### src/verilog/dense_pkg.sv
package dense_pkg;

    typedef logic [7:0]  byte_t;
    typedef logic [11:0] addr_t;
    typedef logic [15:0] file_id_t;

    typedef enum logic {
        DIR_READ  = 1'b0,
        DIR_WRITE = 1'b1
    } link_dir_t;

    typedef struct packed {
        logic      start;
        file_id_t  file_id;
        link_dir_t dir;
    } xfer_cmd_t;

    typedef struct packed {
        logic  en;
        addr_t addr;
        byte_t data;
    } ram_wr_t;

    typedef enum logic [2:0] {
        XF_IDLE,
        XF_HEAD,
        XF_WAIT,
        XF_RECV,
        XF_SEND,
        XF_DONE
    } xfer_state_t;

    typedef enum logic [2:0] {
        SEQ_IDLE,
        SEQ_RD_INPUT,
        SEQ_RD_MATRIX,
        SEQ_RD_BIAS,
        SEQ_COMPUTE,
        SEQ_WR_ANSWER
    } seq_state_t;

    typedef enum logic [2:0] {
        MAC_IDLE,
        MAC_BIAS,
        MAC_LOAD,
        MAC_RUN,
        MAC_WRITE
    } mac_state_t;

    localparam byte_t HEAD_READ  = 8'd82;  // 'R'
    localparam byte_t HEAD_WRITE = 8'd87;  // 'W'

    localparam file_id_t FILE_INPUT  = 16'd2402;
    localparam file_id_t FILE_MATRIX = 16'd2406;
    localparam file_id_t FILE_BIAS   = 16'd2446;
    localparam file_id_t FILE_ANSWER = 16'd2447;

    localparam int RAM_DEPTH = 4096;  // Whole addr_t range

    // Files sit back to back from address 0
    function automatic addr_t file_base(file_id_t id, int in_len, int out_len);
        int base;
        case (id)
            FILE_INPUT:  base = 0;
            FILE_MATRIX: base = in_len;
            FILE_BIAS:   base = in_len + in_len * out_len;
            FILE_ANSWER: base = in_len + in_len * out_len + out_len;
            default:     base = 0;
        endcase
        return addr_t'(base);
    endfunction

    function automatic addr_t file_len(file_id_t id, int in_len, int out_len);
        int len;
        case (id)
            FILE_INPUT:  len = in_len;
            FILE_MATRIX: len = in_len * out_len;  // One row per output
            FILE_BIAS:   len = out_len;
            FILE_ANSWER: len = out_len;
            default:     len = 0;
        endcase
        return addr_t'(len);
    endfunction

endpackage

### src/verilog/file_transfer.sv
`timescale 1ns/1ps

module file_transfer #(
    parameter int IN_LEN  = 16,
    parameter int OUT_LEN = 4
) (
    input  logic                 clk,
    input  logic                 reset,
    input  dense_pkg::xfer_cmd_t cmd,
    output logic                 xfer_done,
    output dense_pkg::byte_t     tx_data,
    output logic                 tx_strobe,
    input  logic                 tx_busy,
    input  dense_pkg::byte_t     rx_data,
    input  logic                 rx_ready,
    output logic                 rx_error,
    output dense_pkg::ram_wr_t   ram_wr,
    output dense_pkg::addr_t     ram_rd_addr,
    input  dense_pkg::byte_t     ram_rd_data
);
    import dense_pkg::*;

    xfer_state_t state;
    xfer_cmd_t   cmd_q;
    addr_t       ptr;
    addr_t       remain;
    logic [1:0]  hdr_cnt;
    byte_t       hdr_byte;

    // Header, then file index high byte first
    always_comb begin
        case (hdr_cnt)
            2'd0:    hdr_byte = (cmd_q.dir == DIR_READ) ? HEAD_READ : HEAD_WRITE;
            2'd1:    hdr_byte = cmd_q.file_id[15:8];
            default: hdr_byte = cmd_q.file_id[7:0];
        endcase
    end

    assign tx_strobe   = (state == XF_HEAD || state == XF_SEND) && !tx_busy;
    assign tx_data     = (state == XF_SEND) ? ram_rd_data : hdr_byte;
    assign xfer_done   = state == XF_DONE;
    assign ram_rd_addr = ptr;  // Byte is ready one cycle ahead of XF_SEND
    assign ram_wr.en   = state == XF_RECV && rx_ready;
    assign ram_wr.addr = ptr;
    assign ram_wr.data = rx_data;

    always_ff @(posedge clk or posedge reset) begin
        if (reset) begin
            state    <= XF_IDLE;
            cmd_q    <= '0;
            ptr      <= '0;
            remain   <= '0;
            hdr_cnt  <= '0;
            rx_error <= 1'b0;
        end else begin
            rx_error <= rx_ready && state != XF_RECV;  // Stray byte
            case (state)
                XF_IDLE: begin
                    if (cmd.start) begin
                        cmd_q   <= cmd;
                        ptr     <= file_base(cmd.file_id, IN_LEN, OUT_LEN);
                        remain  <= file_len(cmd.file_id, IN_LEN, OUT_LEN);
                        hdr_cnt <= '0;
                        state   <= XF_HEAD;
                    end
                end
                XF_HEAD: begin
                    if (!tx_busy) begin
                        hdr_cnt <= hdr_cnt + 2'd1;
                        // A read goes straight to receive after the low index byte
                        if (hdr_cnt == 2'd2 && cmd_q.dir == DIR_READ) begin
                            state <= XF_RECV;
                        end else begin
                            state <= XF_WAIT;
                        end
                    end
                end
                XF_WAIT: begin
                    if (!tx_busy) begin
                        if (hdr_cnt != 2'd3) begin
                            state <= XF_HEAD;
                        end else if (remain == '0) begin
                            state <= XF_DONE;
                        end else begin
                            state <= XF_SEND;
                        end
                    end
                end
                XF_SEND: begin
                    if (!tx_busy) begin
                        ptr    <= ptr + addr_t'(1);
                        remain <= remain - addr_t'(1);
                        state  <= XF_WAIT;
                    end
                end
                XF_RECV: begin
                    if (rx_ready) begin
                        ptr    <= ptr + addr_t'(1);
                        remain <= remain - addr_t'(1);
                        if (remain == addr_t'(1)) begin
                            state <= XF_DONE;
                        end
                    end
                end
                XF_DONE: state <= XF_IDLE;
                default: state <= XF_IDLE;
            endcase
        end
    end

    assert property (@(posedge clk) disable iff (reset)
        tx_strobe |-> !tx_busy ##1 !tx_strobe)
        else $error("tx_strobe under tx_busy or back to back");

    // Sequencer only commands an idle engine
    assert property (@(posedge clk) disable iff (reset)
        cmd.start |-> state == XF_IDLE)
        else $error("transfer command while busy");

endmodule

### config.mk
export PLATFORM = sky130hd
export DESIGN_NAME = file_transfer
export DESIGN_NICKNAME = d
export VERILOG_FILES = /design/src/verilog/dense_pkg.sv /design/src/verilog/file_transfer.sv
export SDC_FILE = /design/constraint.sdc
export NUM_CORES = 1
export LEC_CHECK = 0
export ABC_AREA = 1
export BUFFER_PORTS_ARGS = -buffer_cell sky130_fd_sc_hd__buf_2
export CORE_MARGIN = 2
export CORE_UTILIZATION = 50
export DETAILED_ROUTE_END_ITERATION = 16
export GPL_ROUTABILITY_DRIVEN = 0
export PLACE_DENSITY = 0.76
export SYNTH_ARGS = -nofsm -noshare
export SYNTH_HDL_FRONTEND = slang
export SYNTH_SLANG_ARGS = --single-unit
### constraint.sdc
create_clock -name clk -period 3.05 [get_ports clk]
set_input_delay 0.1525 -clock clk [delete_from_list [all_inputs] [get_ports clk]]
set_output_delay 0.1525 -clock clk [all_outputs]
set_load 0.01 [all_outputs]
-- Word-level counts from Yosys, hierarchy flattened
Index checks and enable logic that the tools add are counted.
- $add $sub $neg: 3
- equality and inequality tests: 20
- muxes and demuxes: 26
- bitwise gates (word level): 1
- reductions and logical operators: 16
- operators by type and width (operator ; number):
    12-bit two-way mux ; 6
    12-bit case mux with 3 select lines ; 2
    16-bit by 12-bit == test with 1-bit output (second input constant) ; 4
    7-bit case mux with 3 select lines ; 2
    3-bit two-way mux ; 8
    8-bit case mux with 2 select lines ; 1
    3-bit case mux with 5 select lines ; 1
    12-bit by 1-bit adder with 12-bit output (second input constant) ; 1
    12-bit by 1-bit == test with 1-bit output (second input constant) ; 1
    12-bit logical NOT ; 1
    2-bit != test (second input constant) ; 6
    12-bit by 1-bit subtractor with 12-bit output (second input constant) ; 1
    8-bit two-way mux ; 1
    3-bit by 2-bit == test with 1-bit output (second input constant) ; 2
    3-bit == test (second input constant) ; 2
    6-bit AND reduction ; 1
    1-bit logical AND ; 4
    2-bit two-way mux ; 2
    2-bit case mux with 2 select lines ; 1
    4-bit AND reduction ; 1
    3-bit by 1-bit == test with 1-bit output (second input constant) ; 1
    3-bit logical NOT ; 1
    3-bit by 2-bit != test with 1-bit output (second input constant) ; 1
    3-bit AND reduction ; 1
    other kinds (13) ; 14
- flip-flop bits (word level): 47
- output and inout port bits: 44
- logic and storage cells: 73

-- Depth between registers and ports, before layout
- depth after elaboration: 5
- mapped depth: 11

-- Worst setup path before layout
OpenSTA, ideal clock, no wires.
- path kind: register to register
- start: register ptr[0] (netlist: ram_rd_addr[0])
- end: register ptr[8] (netlist: ram_rd_addr[8])
- setup time: 76 ps
- arrival: 1366 ps
- data required time: 2974 ps
- slack: 1608 ps
- stages on the path, launching flop included: 8
- path buffers: 0
- cells stage by stage: dfrtp_1 > ha_1 > nand2_1 > nor2_1 > nand2_1 > o21bai_1 > nand3_1 > o21ai_1
- cells in the longest elaborated chain, start to end: 3
- ends and longest elaborated chain (what ; RTL line ; source):
    from (decl) ; file_transfer.sv:25 ; addr_t ptr;
    from (signal assigned) ; file_transfer.sv:61 ; ptr <= file_base(cmd.file_id, IN_LEN, OUT_LEN);
    from (signal assigned) ; file_transfer.sv:91 ; ptr <= ptr + addr_t'(1);
    from (signal assigned) ; file_transfer.sv:98 ; ptr <= ptr + addr_t'(1);
    12-bit by 1-bit adder with 12-bit output (*) ; file_transfer.sv:91, file_transfer.sv:98 ;
    12-bit two-way mux, on equally long branches ; file_transfer.sv:97, file_transfer.sv:90 ;
    12-bit case mux with 3 select lines (*) ; file_transfer.sv:57 ; case (state)
Every way passes the cells marked *; elsewhere a longest branch is shown, timed or not. The select of a mux whose other input is x is not followed.
A chain may end at the register's enable or synchronous reset.

-- Worst setup path after layout
- start: register hdr_cnt[1]
- end: output port tx_data[4]
- cells in the longest elaborated chain, start to end: 3
- ends and longest elaborated chain (what ; RTL line ; source):
    from (decl) ; file_transfer.sv:27 ; logic [1:0] hdr_cnt;
    from (signal assigned) ; file_transfer.sv:69 ; hdr_cnt <= hdr_cnt + 2'd1;
    2-bit by 1-bit == test with 1-bit output / 2-bit logical NOT (equally long branches) ; file_transfer.sv:32 ; case (hdr_cnt)
    8-bit case mux with 2 select lines (*) ; file_transfer.sv:32 ;
    8-bit two-way mux (*) ; file_transfer.sv:40 ; assign tx_data = (state == XF_SEND) ? ram_rd_data : hdr_byte;
    to (decl) ; file_transfer.sv:11 ; output dense_pkg::byte_t tx_data,
Every way passes the cells marked *; elsewhere a longest branch is shown, timed or not.

==> run_summary.xml <==
<?xml version="1.0" encoding="UTF-8"?>
<metrics>
  <group name="synth">
    <metric name="yosysWarnings" unit="">0</metric>
    <metric name="post_synth_mux_area_share" unit="">0</metric>
    <metric name="synth.yosys.seq_area_share" unit="">0.3603</metric>
    <metric name="synth_instances" unit="">451</metric>
    <metric name="post_synth_fa_ha_maj_area_fraction" unit="">0.03066</metric>
    <metric name="ys_ff_latch" unit="">47</metric>
    <metric name="synth_top_family_by_area" unit="">simple AND/OR/NAND/NOR gates</metric>
    <metric name="syn_avg_cell_area" unit="um2">7.238</metric>
    <metric name="mappedNetlistArea" unit="mm2">0.003264</metric>
    <metric name="synth_nets" unit="">497</metric>
    <metric name="number_of_unique_standard_cell_types_used_by_synthesis" unit="">32</metric>
    <metric name="post_synthesis_compound_gate_area_fraction" unit="">0.1184</metric>
    <metric name="synth-simple-area-share" unit="">0.3384</metric>
    <metric name="post_synth_xor_area_fraction" unit="">0.008049</metric>
  </group>
  <group name="worst_setup_path">
    <metric name="max_stage_delay" unit="ps">400</metric>
    <metric name="critical_path.max_fanout" unit="">7</metric>
    <metric name="number_of_buffer_and_inverter_stages_on_the_critical_path" unit="">3</metric>
    <metric name="cp_top_family" unit="">simple AND/OR/NAND/NOR gates</metric>
    <metric name="timing.critical_path.to_type" unit="">output port</metric>
    <metric name="worst_r2r_endpoint" unit="">cmd_q[6]</metric>
    <metric name="critPathArrivalTime" unit="ps">2000</metric>
    <metric name="path_depth" unit="">7</metric>
    <metric name="crit_path_cell_trace" unit="">inv_1 &gt; ha_1 &gt; nor2_1 &gt; inv_1 &gt; o221ai_1 &gt; nand2_1 &gt; buf_2</metric>
    <metric name="crit_path_frequent_cell" unit="">sky130_fd_sc_hd__inv_1</metric>
    <metric name="timing_worst_setup_path_type" unit="">reg2out</metric>
    <metric name="rr_worst_depth" unit="">8</metric>
    <metric name="cp_data_required_time" unit="ps">2900</metric>
    <metric name="crit_path_start_kind" unit="">flip-flop</metric>
    <metric name="reg2reg_slack" unit="ps">900</metric>
    <metric name="timing.rr.start" unit="">state[1]</metric>
    <metric name="worst_path_max_delay_cell" unit="">sky130_fd_sc_hd__nor2_1</metric>
  </group>
  <group name="place">
    <metric name="detailed_place_hpwl" unit="um">5684</metric>
    <metric name="pre_cts_slack" unit="ps">945.8</metric>
    <metric name="post_dp_cell_area" unit="mm2">0.003421</metric>
    <metric name="port_buffer_count" unit="">65</metric>
  </group>
  <group name="detailed_routing">
    <metric name="drt_wl_total" unit="um">7495</metric>
    <metric name="met2_routed_length" unit="um">3784</metric>
    <metric name="topRoutingLayerUsed" unit="">met4</metric>
    <metric name="postRouteAntennaNets" unit="">0</metric>
    <metric name="met3_length" unit="um">309</metric>
    <metric name="drt_iter0_drc" unit="">150</metric>
    <metric name="route.vias.total" unit="">2992</metric>
    <metric name="routed_wire_length_per_instance" unit="um">13.17</metric>
    <metric name="drtPass1Iterations" unit="">5</metric>
    <metric name="drcViolationCount" unit="">0</metric>
    <metric name="route.detailed.vias_per_inst" unit="">5.258</metric>
    <metric name="routedLengthMet1" unit="um">3325</metric>
  </group>
  <group name="run_status">
    <metric name="outcome" unit="">completed</metric>
  </group>
  <group name="clocking">
    <metric name="cts-resized-gates" unit="">0</metric>
    <metric name="post-cts-setup-buffer-count" unit="">0</metric>
    <metric name="tritoncts.num_buffers" unit="">5</metric>
    <metric name="htree_levels" unit="">2</metric>
    <metric name="clock_sink_count" unit="">47</metric>
    <metric name="clock-root-buffer" unit="">sky130_fd_sc_hd__clkbuf_8</metric>
    <metric name="cts.reportedPaths.clkPinSlew" unit="ps">90</metric>
    <metric name="hold_buf_cts" unit="">0</metric>
    <metric name="clockBufferDepth" unit="">2</metric>
    <metric name="clock_tree_from_tritoncts" unit="">built</metric>
    <metric name="clock_latency_on_the_worst_skew_pair" unit="ps">300</metric>
  </group>
  <group name="power">
    <metric name="finalPower" unit="mW">3.571</metric>
    <metric name="internal-power" unit="mW">1.751</metric>
    <metric name="power.switching" unit="mW">1.820</metric>
    <metric name="power-per-cell-area" unit="mW/mm2">1020</metric>
    <metric name="power.clock.fraction" unit="">0.104</metric>
    <metric name="vdd.ir_drop.worst" unit="mV">0.7164</metric>
    <metric name="power_switching_share" unit="">0.5096</metric>
    <metric name="cellLeakagePower" unit="nW">1.855</metric>
    <metric name="share_seq_of_total_power" unit="">0.314</metric>
    <metric name="combinationalPowerShare" unit="">0.582</metric>
  </group>
  <group name="global_routing">
    <metric name="pin_count_of_the_biggest_net_entering_global_routing" unit="">48</metric>
    <metric name="grt.overflow.total" unit="">0</metric>
    <metric name="antenna_found_initial" unit="">0</metric>
    <metric name="grt_util_all_layers" unit="">0.2194</metric>
    <metric name="grt_pass1_wl" unit="um">12870</metric>
    <metric name="number_of_global_route_vias_before_repair" unit="">2842</metric>
  </group>
  <group name="sta">
    <metric name="post-route-min-period" unit="ps">2157</metric>
    <metric name="hold_violations" unit="">0</metric>
    <metric name="max_freq" unit="GHz">0.4635</metric>
    <metric name="skew" unit="ps">5.874</metric>
    <metric name="setup_ws" unit="ps">892.7</metric>
    <metric name="layout_worst_path_cycle_share" unit="">0.7073</metric>
    <metric name="max-slew-margin-rel" unit="">0.3449</metric>
    <metric name="tns" unit="ps">0</metric>
    <metric name="tightest_slew" unit="ps">981.2</metric>
    <metric name="drv_slew" unit="">0</metric>
    <metric name="rsz_0062_raised_after_global_routing" unit="">false</metric>
    <metric name="report.final.setup_viol" unit="">0</metric>
  </group>
  <group name="floorplanning">
    <metric name="floorplan.die.height" unit="um">84.80</metric>
    <metric name="chipWidth" unit="um">84.80</metric>
    <metric name="design.portCount" unit="">82</metric>
    <metric name="core.rowCount" unit="">29</metric>
    <metric name="coreArea" unit="mm2">0.006350</metric>
    <metric name="die_area" unit="mm2">0.007191</metric>
    <metric name="starting_density_of_the_core" unit="">0.5141</metric>
  </group>
  <group name="cells_and_area">
    <metric name="final_common_cell" unit="">sky130_fd_sc_hd__nand2_1</metric>
    <metric name="final_layout_size_suffix_gt1_frac" unit="">0.2093</metric>
    <metric name="layout.cells.most_common_list" unit="">sky130_fd_sc_hd__nand2_1, sky130_fd_sc_hd__buf_2, sky130_fd_sc_hd__nor2_1</metric>
    <metric name="stdcell_area" unit="mm2">0.003502</metric>
    <metric name="fin_nets" unit="">537</metric>
    <metric name="area_growth" unit="%">7.283</metric>
    <metric name="ant_diodes" unit="">0</metric>
  </group>
  <group name="worst_hold_path">
    <metric name="path_type_of_the_worst_min_delay_path" unit="">in2async</metric>
  </group>
  <group name="run">
    <metric name="maxCapViolations" unit="">0</metric>
  </group>
</metrics>
==> stage by stage <==
| step | hold slack, ps | instances | utilization |
|---|---|---|---|
| finish | 71.31 | 569 | 0.5515 |
| global placement | 305.1 | 561 | 0.5387 |
| global route | 119.4 | 569 | 0.5515 |
| detailed placement | 305.1 | 561 | 0.5387 |
| CTS | 90.71 | 569 | 0.5515 |
| floorplan | 259.8 | 451 | - |
==> layout make-up <==
class | count | area [um2]
Clock buffer | 7 | 76.32
Clock inverter | 1 | 5.005
Fill cell | 605 | 2848
Inverter | 52 | 197.7
Multi-Input combinational cell | 319 | 1618
Sequential cell | 47 | 1176
Tap cell | 77 | 96.34
Timing Repair Buffer | 66 | 332.8
==> power groups by stage <==
stage                     registers [mW]  clock network [mW]  logic, mW
after detailed placement            1.13                   0       2.08
after global routing                1.16               0.402       2.37
after global placement              1.12                   0       2.03
after floorplan                     1.03                   0       1.86
final                               1.12               0.370       2.08
after CTS                           1.12               0.379       2.09
==> logic make-up (layout without fill, tap and decap cells) <==
| logic type | Yosys count | after routing |
|---|---|---|
| buffers and inverters | 85 | 126 |
| and+or+nand+nor | 249 | 249 |
| adders and majority gates | 8 | 8 |
| DFF | 47 | 47 |
| xor gates and xnor gates | 3 | 3 |
| AOI/OAI and AO/OA | 59 | 59 |
==> worst max-delay path by stage <==
stage / end / startpoint / slack [ps]
floorplan: ram_rd_addr[8] / ram_rd_addr[0] / 1610
global route: cmd_q[15] / state[1] / 710
CTS: cmd_q[6] / state[1] / 920
finish: tx_data[4] / hdr_cnt[1] / 890
global placement: cmd_q[14] / state[1] / 1030
detailed placement: cmd_q[15] / state[0] / 950
==> worst reg2reg max path: stages (launching register included) <==
cell and delay (ps):
sky130_fd_sc_hd__dfrtp_1 530, sky130_fd_sc_hd__nor2_8 210, sky130_fd_sc_hd__nand2_2 200, sky130_fd_sc_hd__nand2_1 130, sky130_fd_sc_hd__buf_4 240, sky130_fd_sc_hd__inv_1 190, sky130_fd_sc_hd__nand2_4 370, sky130_fd_sc_hd__nand2_1 130
sky130_fd_sc_hd__o21ai_2 80
==> Yosys cell counts, drive strengths merged <==
library cell  number  area share
and2               1      0.0019
inv               52       0.061
o22ai              3      0.0057
o21bai             4      0.0092
xor2               2      0.0054
nand3             34       0.052
dfrtp             47        0.36
nand3b             2      0.0046
nor2              65       0.088
nor3               2      0.0031
a21oi              9       0.014
o221ai             3      0.0081
buf               33       0.084
and3               1      0.0019
o21ai             36       0.072
a21o               1      0.0023
a22oi              3      0.0069
nand2            128        0.16
ha                 8       0.031
nand4             16       0.031
xnor2              1      0.0027
==> sequential cells by signal, summed over array words and instances (netlist names) <==
signal and flops:
cmd_q 17, ram_rd_addr 12, remain 12, state 3, hdr_cnt 2, rx_error 1
==> metal layers <==
metal | track usage | vias up
li1 | - | 1508
met4 | 0.05772 | 0
met5 | 0 | -
met2 | 0.3837 | 65
met3 | 0.03441 | 8
met1 | 0.2829 | 1411
(Power assumes the default switching activity.)
