===== config.mk =====
export PLATFORM = sky130hd
export DESIGN_NAME = layer_sequencer
export DESIGN_NICKNAME = d
export VERILOG_FILES = /design/src/verilog/dense_pkg.sv /design/src/verilog/layer_sequencer.sv
export SDC_FILE = /design/constraint.sdc
export NUM_CORES = 1
export LEC_CHECK = 0
export BUFFER_PORTS_ARGS = -buffer_cell sky130_fd_sc_hd__buf_2
export CORE_MARGIN = 1.5
export CORE_UTILIZATION = 44
export DETAILED_ROUTE_END_ITERATION = 16
export PLACE_DENSITY = 0.71
export SLEW_MARGIN = 30
export SYNTH_ARGS = -nofsm -noshare
export SYNTH_HDL_FRONTEND = slang
export SYNTH_SLANG_ARGS = --single-unit

===== constraint.sdc =====
create_clock -name clk -period 1.9 [get_ports clk]
set_input_delay 0.285 -clock clk [delete_from_list [all_inputs] [get_ports clk]]
set_output_delay 0.285 -clock clk [all_outputs]
set_load 0.05 [all_outputs]

===== src/verilog/dense_pkg.sv =====
package dense_pkg;

    typedef logic [7:0]  byte_t;
    typedef logic [11:0] addr_t;
    typedef logic [15:0] file_id_t;

    typedef enum logic {
        DIR_READ  = 1'b0,
        DIR_WRITE = 1'b1
    } link_dir_t;

    typedef struct packed {
        logic      start;
        file_id_t  file_id;
        link_dir_t dir;
    } xfer_cmd_t;

    typedef struct packed {
        logic  en;
        addr_t addr;
        byte_t data;
    } ram_wr_t;

    typedef enum logic [2:0] {
        XF_IDLE,
        XF_HEAD,
        XF_WAIT,
        XF_RECV,
        XF_SEND,
        XF_DONE
    } xfer_state_t;

    typedef enum logic [2:0] {
        SEQ_IDLE,
        SEQ_RD_INPUT,
        SEQ_RD_MATRIX,
        SEQ_RD_BIAS,
        SEQ_COMPUTE,
        SEQ_WR_ANSWER
    } seq_state_t;

    typedef enum logic [2:0] {
        MAC_IDLE,
        MAC_BIAS,
        MAC_LOAD,
        MAC_RUN,
        MAC_WRITE
    } mac_state_t;

    localparam byte_t HEAD_READ  = 8'd82;  // 'R'
    localparam byte_t HEAD_WRITE = 8'd87;  // 'W'

    localparam file_id_t FILE_INPUT  = 16'd2402;
    localparam file_id_t FILE_MATRIX = 16'd2406;
    localparam file_id_t FILE_BIAS   = 16'd2446;
    localparam file_id_t FILE_ANSWER = 16'd2447;

    localparam int RAM_DEPTH = 4096;  // Whole addr_t range

    // Files sit back to back from address 0
    function automatic addr_t file_base(file_id_t id, int in_len, int out_len);
        int base;
        case (id)
            FILE_INPUT:  base = 0;
            FILE_MATRIX: base = in_len;
            FILE_BIAS:   base = in_len + in_len * out_len;
            FILE_ANSWER: base = in_len + in_len * out_len + out_len;
            default:     base = 0;
        endcase
        return addr_t'(base);
    endfunction

    function automatic addr_t file_len(file_id_t id, int in_len, int out_len);
        int len;
        case (id)
            FILE_INPUT:  len = in_len;
            FILE_MATRIX: len = in_len * out_len;  // One row per output
            FILE_BIAS:   len = out_len;
            FILE_ANSWER: len = out_len;
            default:     len = 0;
        endcase
        return addr_t'(len);
    endfunction

endpackage


===== src/verilog/layer_sequencer.sv =====
`timescale 1ns/1ps

module layer_sequencer #(
    parameter int IN_LEN  = 16,
    parameter int OUT_LEN = 4
) (
    input  logic                 clk,
    input  logic                 reset,
    input  logic                 start,
    output logic                 busy,
    output logic                 done,
    output dense_pkg::xfer_cmd_t cmd,
    input  logic                 xfer_done,
    output logic                 mac_start,
    input  logic                 mac_done
);
    import dense_pkg::*;

    localparam int MAC_CYCLES = OUT_LEN * (IN_LEN + 3);

    seq_state_t state;

    function automatic xfer_cmd_t request(file_id_t id, link_dir_t dir);
        xfer_cmd_t c;
        c.start   = 1'b1;
        c.file_id = id;
        c.dir     = dir;
        return c;
    endfunction

    assign busy = state != SEQ_IDLE;
    assign done = state == SEQ_WR_ANSWER && xfer_done;

    always_ff @(posedge clk or posedge reset) begin
        if (reset) begin
            state     <= SEQ_IDLE;
            cmd       <= '0;
            mac_start <= 1'b0;
        end else begin
            cmd.start <= 1'b0;
            mac_start <= 1'b0;
            case (state)
                SEQ_IDLE: begin
                    if (start) begin
                        cmd   <= request(FILE_INPUT, DIR_READ);
                        state <= SEQ_RD_INPUT;
                    end
                end
                SEQ_RD_INPUT: begin
                    if (xfer_done) begin
                        cmd   <= request(FILE_MATRIX, DIR_READ);
                        state <= SEQ_RD_MATRIX;
                    end
                end
                SEQ_RD_MATRIX: begin
                    if (xfer_done) begin
                        cmd   <= request(FILE_BIAS, DIR_READ);
                        state <= SEQ_RD_BIAS;
                    end
                end
                SEQ_RD_BIAS: begin
                    if (xfer_done) begin
                        mac_start <= 1'b1;
                        state     <= SEQ_COMPUTE;
                    end
                end
                SEQ_COMPUTE: begin
                    if (mac_done) begin
                        cmd   <= request(FILE_ANSWER, DIR_WRITE);
                        state <= SEQ_WR_ANSWER;
                    end
                end
                SEQ_WR_ANSWER: begin
                    if (xfer_done) state <= SEQ_IDLE;
                end
                default: state <= SEQ_IDLE;
            endcase
        end
    end

    assert property (@(posedge clk) disable iff (reset)
        xfer_done |-> state inside {SEQ_RD_INPUT, SEQ_RD_MATRIX, SEQ_RD_BIAS, SEQ_WR_ANSWER})
        else $error("xfer_done while not waiting");

    assert property (@(posedge clk) disable iff (reset)
        mac_done |-> state == SEQ_COMPUTE)
        else $error("mac_done while not waiting");

    // Dense layer has a fixed schedule
    assert property (@(posedge clk) disable iff (reset)
        mac_start |-> ##MAC_CYCLES mac_done)
        else $error("mac_done late or missing");

endmodule


* Yosys cells after proc, flatten, opt, wreduce, memory -nomap -nowiden
Cells that the tools add are included.
** Operators by class
- $add $sub $neg :: 0
- Multiply operators :: 0
- Divide/modulo/power cells :: 0
- Order comparisons :: 0
- Equality and inequality tests :: 11
- Shifts and indexed selects :: 0
- Mux-type cells :: 14
- Bitwise operators :: 0
- Reduce and logical (&&, ||, !) cells :: 6
** Operator list (count)
- 18-bit 2-to-1 mux :: 4
- 18-bit one-hot mux with 4 select lines :: 1
- 3-bit 2-to-1 mux :: 6
- 3-bit one-hot mux with 6 select lines :: 1
- 2-bit inequality test (second input constant) :: 6
- 3-bit by 2-bit == test with 1-bit output (second input constant) :: 2
- 3-bit == test (second input constant) :: 2
- 6-bit AND reduction :: 1
- 5-bit AND reduction :: 1
- 4-bit nonzero test :: 1
- 3-bit by 1-bit == test with 1-bit output (second input constant) :: 1
- 3-bit logical NOT :: 1
- 3-bit nonzero test :: 1
- 1-bit 2-to-1 mux :: 2
- 1-bit logical AND :: 1
** Word-level totals
- Register bits after elaboration :: 22
- Latch bits :: 0
- RAM bits :: 0
- Bits in read-only memories :: 0
- Bits of input ports :: 5
- Output and inout port bits :: 21
- Word-level logic and storage cells :: 36
- Memories kept :: 0

* Logic depth before layout (Yosys ltp)
Gate-level depths: netlist (run 1).
- Word-level depth :: 3
- Depth in mapped cells :: 5

* Worst setup path after synthesis (run 1)
No wires, ideal clock.
- Path kind :: register to output
- Start :: register state[2]
- End :: output port done
- Data arrival time :: 1.361 ns
- Required time :: 1.615 ns
- Setup slack :: 0.254 ns
- Cell stages (with the launch flop) :: 4
- Buffers on the path :: 1
- Cell sequence :: dfrtp_1 > clkbuf_1 > nand2b_1 > nor2_1
** On the way
- Longest elaborated chain between the ends :: 2
** RTL lines
- start: declaration :: line layer_sequencer.sv:21 : seq_state_t state;
- start signal: assignment :: line layer_sequencer.sv:36 : state <= SEQ_IDLE;
- start signal: assignment :: line layer_sequencer.sv:46 : state <= SEQ_RD_INPUT;
- start signal: assignment :: line layer_sequencer.sv:52 : state <= SEQ_RD_MATRIX;
- 3-bit == test :: line layer_sequencer.sv:32 : assign done = state == SEQ_WR_ANSWER && xfer_done;
- 1-bit logical AND :: line layer_sequencer.sv:32
- end: declaration :: line layer_sequencer.sv:11 : output logic done,
No other way between the ends.

* Worst setup path after layout (run 1)
- Start :: register state[0]
- End :: output port busy
** On the way
- Longest elaborated chain between the ends :: 1
** RTL lines
- 3-bit nonzero test :: line layer_sequencer.sv:31 : assign busy = state != SEQ_IDLE;
- end: declaration :: line layer_sequencer.sv:10 : output logic busy,
No other way between the ends.

==> metrics.txt, run 1 <==
outcome=finished clean; final setup vio count=0; Clock Skew=0.00366 ns; GRT Resource Usage Total=0.144; Worst Path Arrival=1.34 ns; final cycle utilization of the critical path=0.854; fill cell count=113; CTS tree=built; commonest non-fill, non-tap cells in the layout=buf_2, dfrtp_1, conb_1, inv_1, nor2_1; FF+latch count, synth=10; final hold vios=0; worst min-delay path category=in -> reg; Async S/R FF share, synth=1.00; total grt overflow=0; Num CTS Buffers=3; Pre-antenna DRT Iters=4; Max Slew Vio Count=0; largest net degree at the start of global routing=13; CP delay by family, top=flip-flops; Port Buffers=18; gr busiest metal=met2; Root Buffer=clkbuf_4; top_reg_cell synth=dfrtp_1; Clock Pin Slew Worst Setup and Hold Paths=0.07 ns; Via density=4.59; global-route wire length before repair=1450 microns; most common cell after layout, fill and taps aside=buf_2; n_diodes=0; number of flops mapped to enable cells by yosys=0; die area=0.00156 sq mm; RePlAce Congestion=0.790; initial antenna violation count=0; Initial Util=0.500; drc violations=0; Mapped Cells=59; Row Count=12; startpoint types=register; setup_tns=0 ns; CTS sink cnt=10; Final HPWL DP=754 microns; # IOs=26; CP cell instances=or3_1, buf_2; largest fanout on the critical path=10; Seq. cell area=250 sq um; largest stage delay on the critical path=0.47 ns; dpl cells=82; # Post-CTS Setup Buffers=0; Synth Warn #=0; core area=0.00117 sq mm; Critical Path RT=1.62 ns; drt wl/cell=11.1 microns; PostCTS Resize Cnt=0; Setup CP Type=reg -> out; global routing usage on met2=0.205; Yosys cell types=27; register area share after synthesis=0.427; Critical-path top delay cell=dfrtp_1; DRT iter0 DRCs=15; final cell count without fillers=87; remaining antenna violation count after routing=0; Tmin final=1.62 ns; CP bufs+invs=1; Netlist Area Pre-Place=586 sq um; Layout area overhead=11.3%; CTS H-tree depth=1; synthesized area per cell=9.92 sq um; highest clock rate=616 MHz; M3 GR Usage=0.0341; Die Ht=39.5 microns; final WL=969 microns; max-cap violations=0; # nets final=79; met1 Track Usage GR=0.197; vias in the first global route=324; area of the multi-input gates=229 sq um; via count=399; Die W=39.5 microns; CP endpoint kind=output pin; CTS max path bufs=2; share of cells above drive strength 1=0.329; RSZ-0062 raised after global routing=false; hold slack=0.395 ns; clock latency on the worst-skew pair=0.26 ns
area by class of cell:
type,count,area share
sequential,10,0.384
timing repair buffer,19,0.154
multi-input combinational,35,0.351
clock buffer,4,0.0557
inverter,5,0.0288
tap,14,0.0269
flip-flops by register name, summed over array words and instances (netlist names):
name / flops
mac_start: 1
state: 3
cmd: 6
final timing paths:
path	slack, ns	end	depth (start not counted)	startpoint
min in group asynchronous	0.53	cmd[7]	3	reset
worst min register to register	0.51	cmd[12]	1	cmd[12]
worst min-delay path	0.39	mac_start	3	xfer_done
max in group asynchronous	1.10	cmd[8]	3	reset
worst max-delay path	0.28	busy	2	state[0]
worst max register to register	0.48	cmd[3]	3	state[1]
kinds of logic (layout without fill, tap and decap cells):
kind of cell	count (synthesis)	count (layout)	share of synthesized area
AO/OA/AOI/OAI	11	11	0.150
XOR/XNOR	1	1	0.0150
AND/OR/NAND/NOR	15	15	0.165
multiplexers	1	1	0.0171
buffers and inverters	20	28	0.220
other	1	7	0.00640
flip-flops	10	10	0.427
stage by stage:
step	util	instance area, sq um	worst slack, ns
3_5_place_dp	0.517	606	0.494
5_1_grt	0.557	652	0.197
4_1_cts	0.557	652	0.276
2_1_floorplan	-	608	0.254
6_report	0.557	652	0.277
3_3_place_gp	0.517	606	0.503
layer usage:
metal | part of all wire | vias up
li1 | - | 207
met2 | 0.49 | 17
met3 | 0.054 | 0
met4 | 0 | 0
met1 | 0.46 | 175
met5 | 0 | -
worst reg2reg max path: stages (launching register included):
cell and delay, ns:
dfrtp_1 0.49, mux2i_1 0.17, o311a_4 0.34, a221o_1 0.30
synth_stat cells (all sizes together) (2+ instances only):
library cell	number	area, sq um
o21ai	3	15.0
buf	14	106
nand3b	2	15.0
nor2	4	15.0
inv	5	18.8
a21oi	3	15.0
dfrtp	10	250
nand4bb	2	22.5
repair_timing:
item / in CTS / in global routing
endpoints found under the hold margin: 10 / 0
endpoints found under the setup margin: 0 / 0
hold buffers: 1 / 0
Power of run 1 is not shown: default switching activity piles up to over one toggle a cycle in this logic, so the estimate is an artifact.
==> inputs of run 2 (changes only) <==
--- a/config.mk
+++ b/config.mk
@@ -5,11 +5,12 @@
 export SDC_FILE = /design/constraint.sdc
 export NUM_CORES = 1
 export LEC_CHECK = 0
-export BUFFER_PORTS_ARGS = -buffer_cell sky130_fd_sc_hd__buf_2
+export BUFFER_PORTS_ARGS = -buffer_cell sky130_fd_sc_hd__buf_4
 export CORE_MARGIN = 1.5
 export CORE_UTILIZATION = 44
 export DETAILED_ROUTE_END_ITERATION = 16
 export PLACE_DENSITY = 0.71
+export REMOVE_ABC_BUFFERS = 1
 export SLEW_MARGIN = 30
 export SYNTH_ARGS = -nofsm -noshare
 export SYNTH_HDL_FRONTEND = slang
==> metrics.txt, run 2 (synthesis results as in run 1) <==
n_diodes=0 (unchanged); dpl cells=82 (unchanged); global-route wire length before repair=1620 microns (was 1450 microns); Post-CTS Hold Buffers=0 (was 1); Row Count=12 (unchanged); Num CTS Buffers=3 (unchanged); Worst Path Arrival=1.33 ns (was 1.34 ns); largest fanout on the critical path=11 (was 10); commonest non-fill, non-tap cells in the layout=buf_4, dfrtp_1, conb_1, inv_1, nor2_1 (was buf_2, dfrtp_1, conb_1, inv_1, nor2_1); drc violations=0 (unchanged); Largest register FFs=6 (unchanged); DRT iter0 DRCs=9 (was 15); CP endpoint kind=output pin (unchanged); final setup vio count=0 (unchanged); Reg-to-Reg End=cmd[3] (unchanged); RSZ-0062 raised after global routing=false (unchanged); failing checks=negative hold slack; most common cell after layout, fill and taps aside=buf_4 (was buf_2); final cell count without fillers=86 (was 87); WL met2=516 microns (was 473 microns); Max Used Layer=met3 (unchanged); hold slack=-0.00256 ns (was 0.395 ns); Initial Util=0.500 (unchanged); final cycle utilization of the critical path=0.852 (was 0.854); GRT Resource Usage Total=0.164 (was 0.144); Via density=4.73 (was 4.59); Root Buffer=clkbuf_4 (unchanged); # nets final=78 (was 79); flop2flop setup slack=0.47 ns (was 0.48 ns); CTS H-tree depth=1 (unchanged); Tmin final=1.62 ns (about the same); share of cells above drive strength 1=0.333 (was 0.329); CP cell instances=or3_1, buf_4 (was or3_1, buf_2); # Post-CTS Setup Buffers=0 (unchanged); R2R depth=3 (unchanged); CTS max path bufs=2 (unchanged); routed metal-1 wirelength=476 microns (was 443 microns); Largest regs=cmd x6, state x3, mac_start x1 (unchanged); Layout area overhead=17.3% (was 11.3%); RePlAce Congestion=0.777 (was 0.790); Final HPWL DP=801 microns (was 754 microns); drt wl/cell=12.2 microns (was 11.1 microns); vias in the first global route=357 (was 324); largest net degree at the start of global routing=13 (unchanged); Clock Skew=0.00591 ns (was 0.00366 ns); core area=0.00117 sq mm (unchanged); Clock Pin Slew Worst Setup and Hold Paths=0.07 ns (about the same); Die Ht=39.5 microns (unchanged); clock latency on the worst-skew pair=0.26 ns (about the same); highest clock rate=618 MHz (was 616 MHz); Top reg by flops=cmd (unchanged); startpoint types=register (unchanged); PostCTS Resize Cnt=0 (unchanged); CTS tree=built (unchanged); Setup CP Type=reg -> out (unchanged); setup_tns=0 ns (unchanged); WL met3=60 microns (was 52 microns); outcome=complete, but fails checks (was finished clean); Critical Path RT=1.62 ns (about the same); die area=0.00156 sq mm (unchanged); CTS sink cnt=10 (unchanged); worst min-delay path category=in -> async (was in -> reg); Worst R2R Start=state[1] (unchanged); Critical-path top delay cell=dfrtp_1 (unchanged); final WL=1050 microns (was 969 microns); via count=407 (was 399); # IOs=26 (unchanged); total grt overflow=0 (unchanged); max-cap violations=0 (unchanged); final hold vios=6 (was 0); largest stage delay on the critical path=0.50 ns (was 0.47 ns); Max Slew Vio Count=0 (unchanged); initial antenna violation count=0 (unchanged); Die W=39.5 microns (unchanged); Pre-antenna DRT Iters=3 (was 4); Port Buffers=18 (unchanged); remaining antenna violation count after routing=0 (unchanged)
-- run 2: changes by cell type in the layout (fill, tap and decap cells not counted) --
cell,before,now
buf_2,18,0
buf_4,0,18
dlygate4sd3_1,1,0
-- run 2: how the worst max path moves through the flow --
| stage | from | end | slack [ns] | depth (start not counted) |
|---|---|---|---|---|
| floorplan | state[1] | done | 0.32 | 2 |
| global placement | state[1] | cmd[3] | 0.54 | 3 |
| detailed placement | state[1] | cmd[3] | 0.51 | 3 |
| CTS | state[1] | busy | 0.28 | 2 |
| global route | state[0] | busy | 0.23 | 2 |
| finish | state[1] | busy | 0.28 | 2 |
-- run 2: critical path, delay by kind of cell, from the launching register on --
family                 cells  cell delay [ns]
DFF                        1             0.50
buffers and inverters      1             0.19
and+or+nand+nor            1             0.38
-- run 2: per-stage QoR --
| stage | setup slack (ns) | utilization | hold WS (ns) | cell area, sq um |
|---|---|---|---|---|
| 2_1_floorplan | 0.320 | - | 0.125 | 498 |
| 3_5_place_dp | 0.508 | 0.556 | 0.300 | 651 |
| 3_3_place_gp | 0.543 | 0.556 | 0.291 | 651 |
| 5_1_grt | 0.227 | 0.587 | 0.0304 | 687 |
| 6_report | 0.281 | 0.587 | -0.00256 | 687 |
| 4_1_cts | 0.281 | 0.587 | 0.00529 | 687 |
-- run 2: routing by layer --
layer / track usage / up-vias
li1: - / 205
met1: 0.194 / 187
met2: 0.262 / 15
met3: 0.0852 / 0
met4: 0.0259 / 0
met5: 0 / -
-- run 2: area by class of cell --
type / instances / area (sq um)
Fill cell: 119 / 484
Sequential cell: 10 / 250
Multi-Input combinational cell: 35 / 229
Timing Repair Buffer: 18 / 135
Clock buffer: 4 / 36.3
Inverter: 5 / 18.8
Tap cell: 14 / 17.5
Power of run 2 is left out for the same reason.
==> inputs of run 3 (changes only) <==
--- a/config.mk
+++ b/config.mk
@@ -6,11 +6,13 @@
 export NUM_CORES = 1
 export LEC_CHECK = 0
 export BUFFER_PORTS_ARGS = -buffer_cell sky130_fd_sc_hd__buf_4
-export CORE_MARGIN = 1.5
-export CORE_UTILIZATION = 44
+export CORE_AREA = 2 2 39 41
+export CTS_BUF_LIST = sky130_fd_sc_hd__clkbuf_4
 export DETAILED_ROUTE_END_ITERATION = 16
+export DIE_AREA = 0 0 41 43
 export PLACE_DENSITY = 0.71
 export REMOVE_ABC_BUFFERS = 1
+export SETUP_SLACK_MARGIN = 0.3
 export SLEW_MARGIN = 30
 export SYNTH_ARGS = -nofsm -noshare
 export SYNTH_HDL_FRONTEND = slang
==> metrics.txt, run 3 (synthesis results as in run 1) <==
Final HPWL DP=749 microns (was 801 microns); CP bufs+invs=1 (unchanged); final cycle utilization of the critical path=0.806 (was 0.852); dpl cells=84 (was 82); Layout area overhead=22.4% (was 17.3%); Pre-antenna DRT Iters=2 (was 3); global-route wire length before repair=1570 microns (was 1620 microns); worst vdd rail ir drop=0.899 mV; Critical-path top delay cell=dfrtp_2 (was dfrtp_1); CP delay by family, top=flip-flops (unchanged); final cell count without fillers=91 (was 86); remaining antenna violation count after routing=0 (unchanged); vias in the first global route=351 (was 357); Root Buffer=clkbuf_4 (unchanged); CP cell instances=or3_1, buf_6 (was or3_1, buf_4); final setup vio count=0 (unchanged); Clock Pin Slew Worst Setup and Hold Paths=0.06 ns (was 0.07 ns); DRT iter0 DRCs=18 (was 9); CTS tree=built (unchanged); via count=422 (was 407); Tot Pwr=0.00147 W; Port Buffers=18 (unchanged); highest clock rate=653 MHz (was 618 MHz); largest net degree at the start of global routing=13 (unchanged); final WL=1030 microns (was 1050 microns); startpoint types=register (unchanged); Net Sw Frac=0.497; final core occ=0.518 (was 0.587); initial antenna violation count=0 (unchanged); largest fanout on the critical path=8 (was 11); RePlAce Congestion=0.702 (was 0.777); Die W=41 microns (was 39.5 microns); Post-CTS Hold Buffers=0 (unchanged); Tmin final=1.53 ns (was 1.62 ns); Top reg by flops=cmd (unchanged); Static Leakage=0.351 nW; Num CTS Buffers=3 (unchanged); Via density=4.64 (was 4.73); outcome=finished clean (was complete, but fails checks); Critical Path RT=1.62 ns (about the same); share of cells above drive strength 1=0.400 (was 0.333); hold slack=0.00615 ns (was -0.00256 ns); Die Ht=43 microns (was 39.5 microns); switching power=0.000731 W; commonest non-fill, non-tap cells in the layout=buf_4, conb_1, dfrtp_1, inv_1, nor2_1 (was buf_4, dfrtp_1, conb_1, inv_1, nor2_1); core area=0.00138 sq mm (was 0.00117 sq mm); n_diodes=0 (unchanged); # IOs=26 (unchanged); GRT Resource Usage Total=0.135 (was 0.164); PwrDens=2050 mW/mm^2; Clock Skew=0.00370 ns (was 0.00591 ns); internal power=0.000739 W; largest stage delay on the critical path=0.44 ns (was 0.50 ns); part of the power in registers=0.274; clock latency on the worst-skew pair=0.25 ns (was 0.26 ns); Largest regs=cmd x6, state x3, mac_start x1 (unchanged); drc violations=0 (unchanged); # nets final=82 (was 78); total grt overflow=0 (unchanged); Largest register FFs=6 (unchanged); CP endpoint kind=output pin (unchanged); final hold vios=0 (was 6); Comb power frac=0.636; Initial Util=0.423 (was 0.500); most common cell after layout, fill and taps aside=buf_4 (unchanged); CTS sink cnt=10 (unchanged); Clock power frac=0.090; Setup CP Type=reg -> out (unchanged); die area=0.00176 sq mm (was 0.00156 sq mm); worst min-delay path category=in -> async (unchanged); max-cap violations=0 (unchanged); Max Slew Vio Count=0 (unchanged); Worst Path Arrival=1.25 ns (was 1.33 ns); Row Count=14 (was 12); CTS H-tree depth=1 (unchanged); CTS max path bufs=2 (unchanged); drt wl/cell=11.3 microns (was 12.2 microns); fill cell count=129 (was 119); RSZ-0062 raised after global routing=false (unchanged); setup_tns=0 ns (unchanged)
[run 3: power by group through the flow]
stage,Combinational [W],Sequential [W],Clock [W]
global placement,0.000836,0.000416,0
finish,0.000935,0.000403,0.000132
CTS,0.000847,0.000418,0.000138
global route,0.000986,0.000422,0.000150
detailed placement,0.000847,0.000420,0
floorplan,0.000349,0.000686,0
[run 3: worst paths after layout]
path | from | end | slack (ns) | cells after the start
min in group clk | xfer_done | state[0] | 0.42 | 3
min | reset | cmd[3] | 0.006 | 2
max | state[0] | busy | 0.37 | 2
max reg2reg | state[1] | cmd[3] | 0.46 | 4
min reg2reg | cmd[3] | cmd[3] | 0.54 | 1
max in group asynchronous | reset | state[2] | 1.60 | 2
[run 3: repair_timing]
item | in CTS | in global routing
setup buffers | 0 | 4
resized for setup | 1 | 4
gates cloned | 0 | 0
endpoints found under the setup margin | 1 | 2
[run 3: through the flow]
stage / worst slack (ns) / instance area (sq um)
floorplan: 0.320 / 498
global placement: 0.546 / 653
detailed placement: 0.495 / 653
CTS: 0.311 / 677
global route: 0.314 / 717
finish: 0.368 / 717
[run 3: final cells by class]
cell class / count / area [sq um] / share of cell area
clock buffer: 3 / 22.5 / 0.0314
inverter: 5 / 18.8 / 0.0262
tap: 16 / 20.0 / 0.0279
timing repair buffer: 22 / 173 / 0.241
sequential: 10 / 254 / 0.354
multi-input combinational: 35 / 229 / 0.319
[run 3: layer usage]
| metal | GRT usage | up-vias | part of all wire |
|---|---|---|---|
| met5 | 0 | - | 0 |
| met4 | 0.0800 | 0 | 0.011 |
| met3 | 0.0471 | 2 | 0.061 |
| met2 | 0.178 | 16 | 0.50 |
| met1 | 0.184 | 195 | 0.43 |
| li1 | - | 209 | - |
No activity file was read; power rests on OpenSTA's default activity.
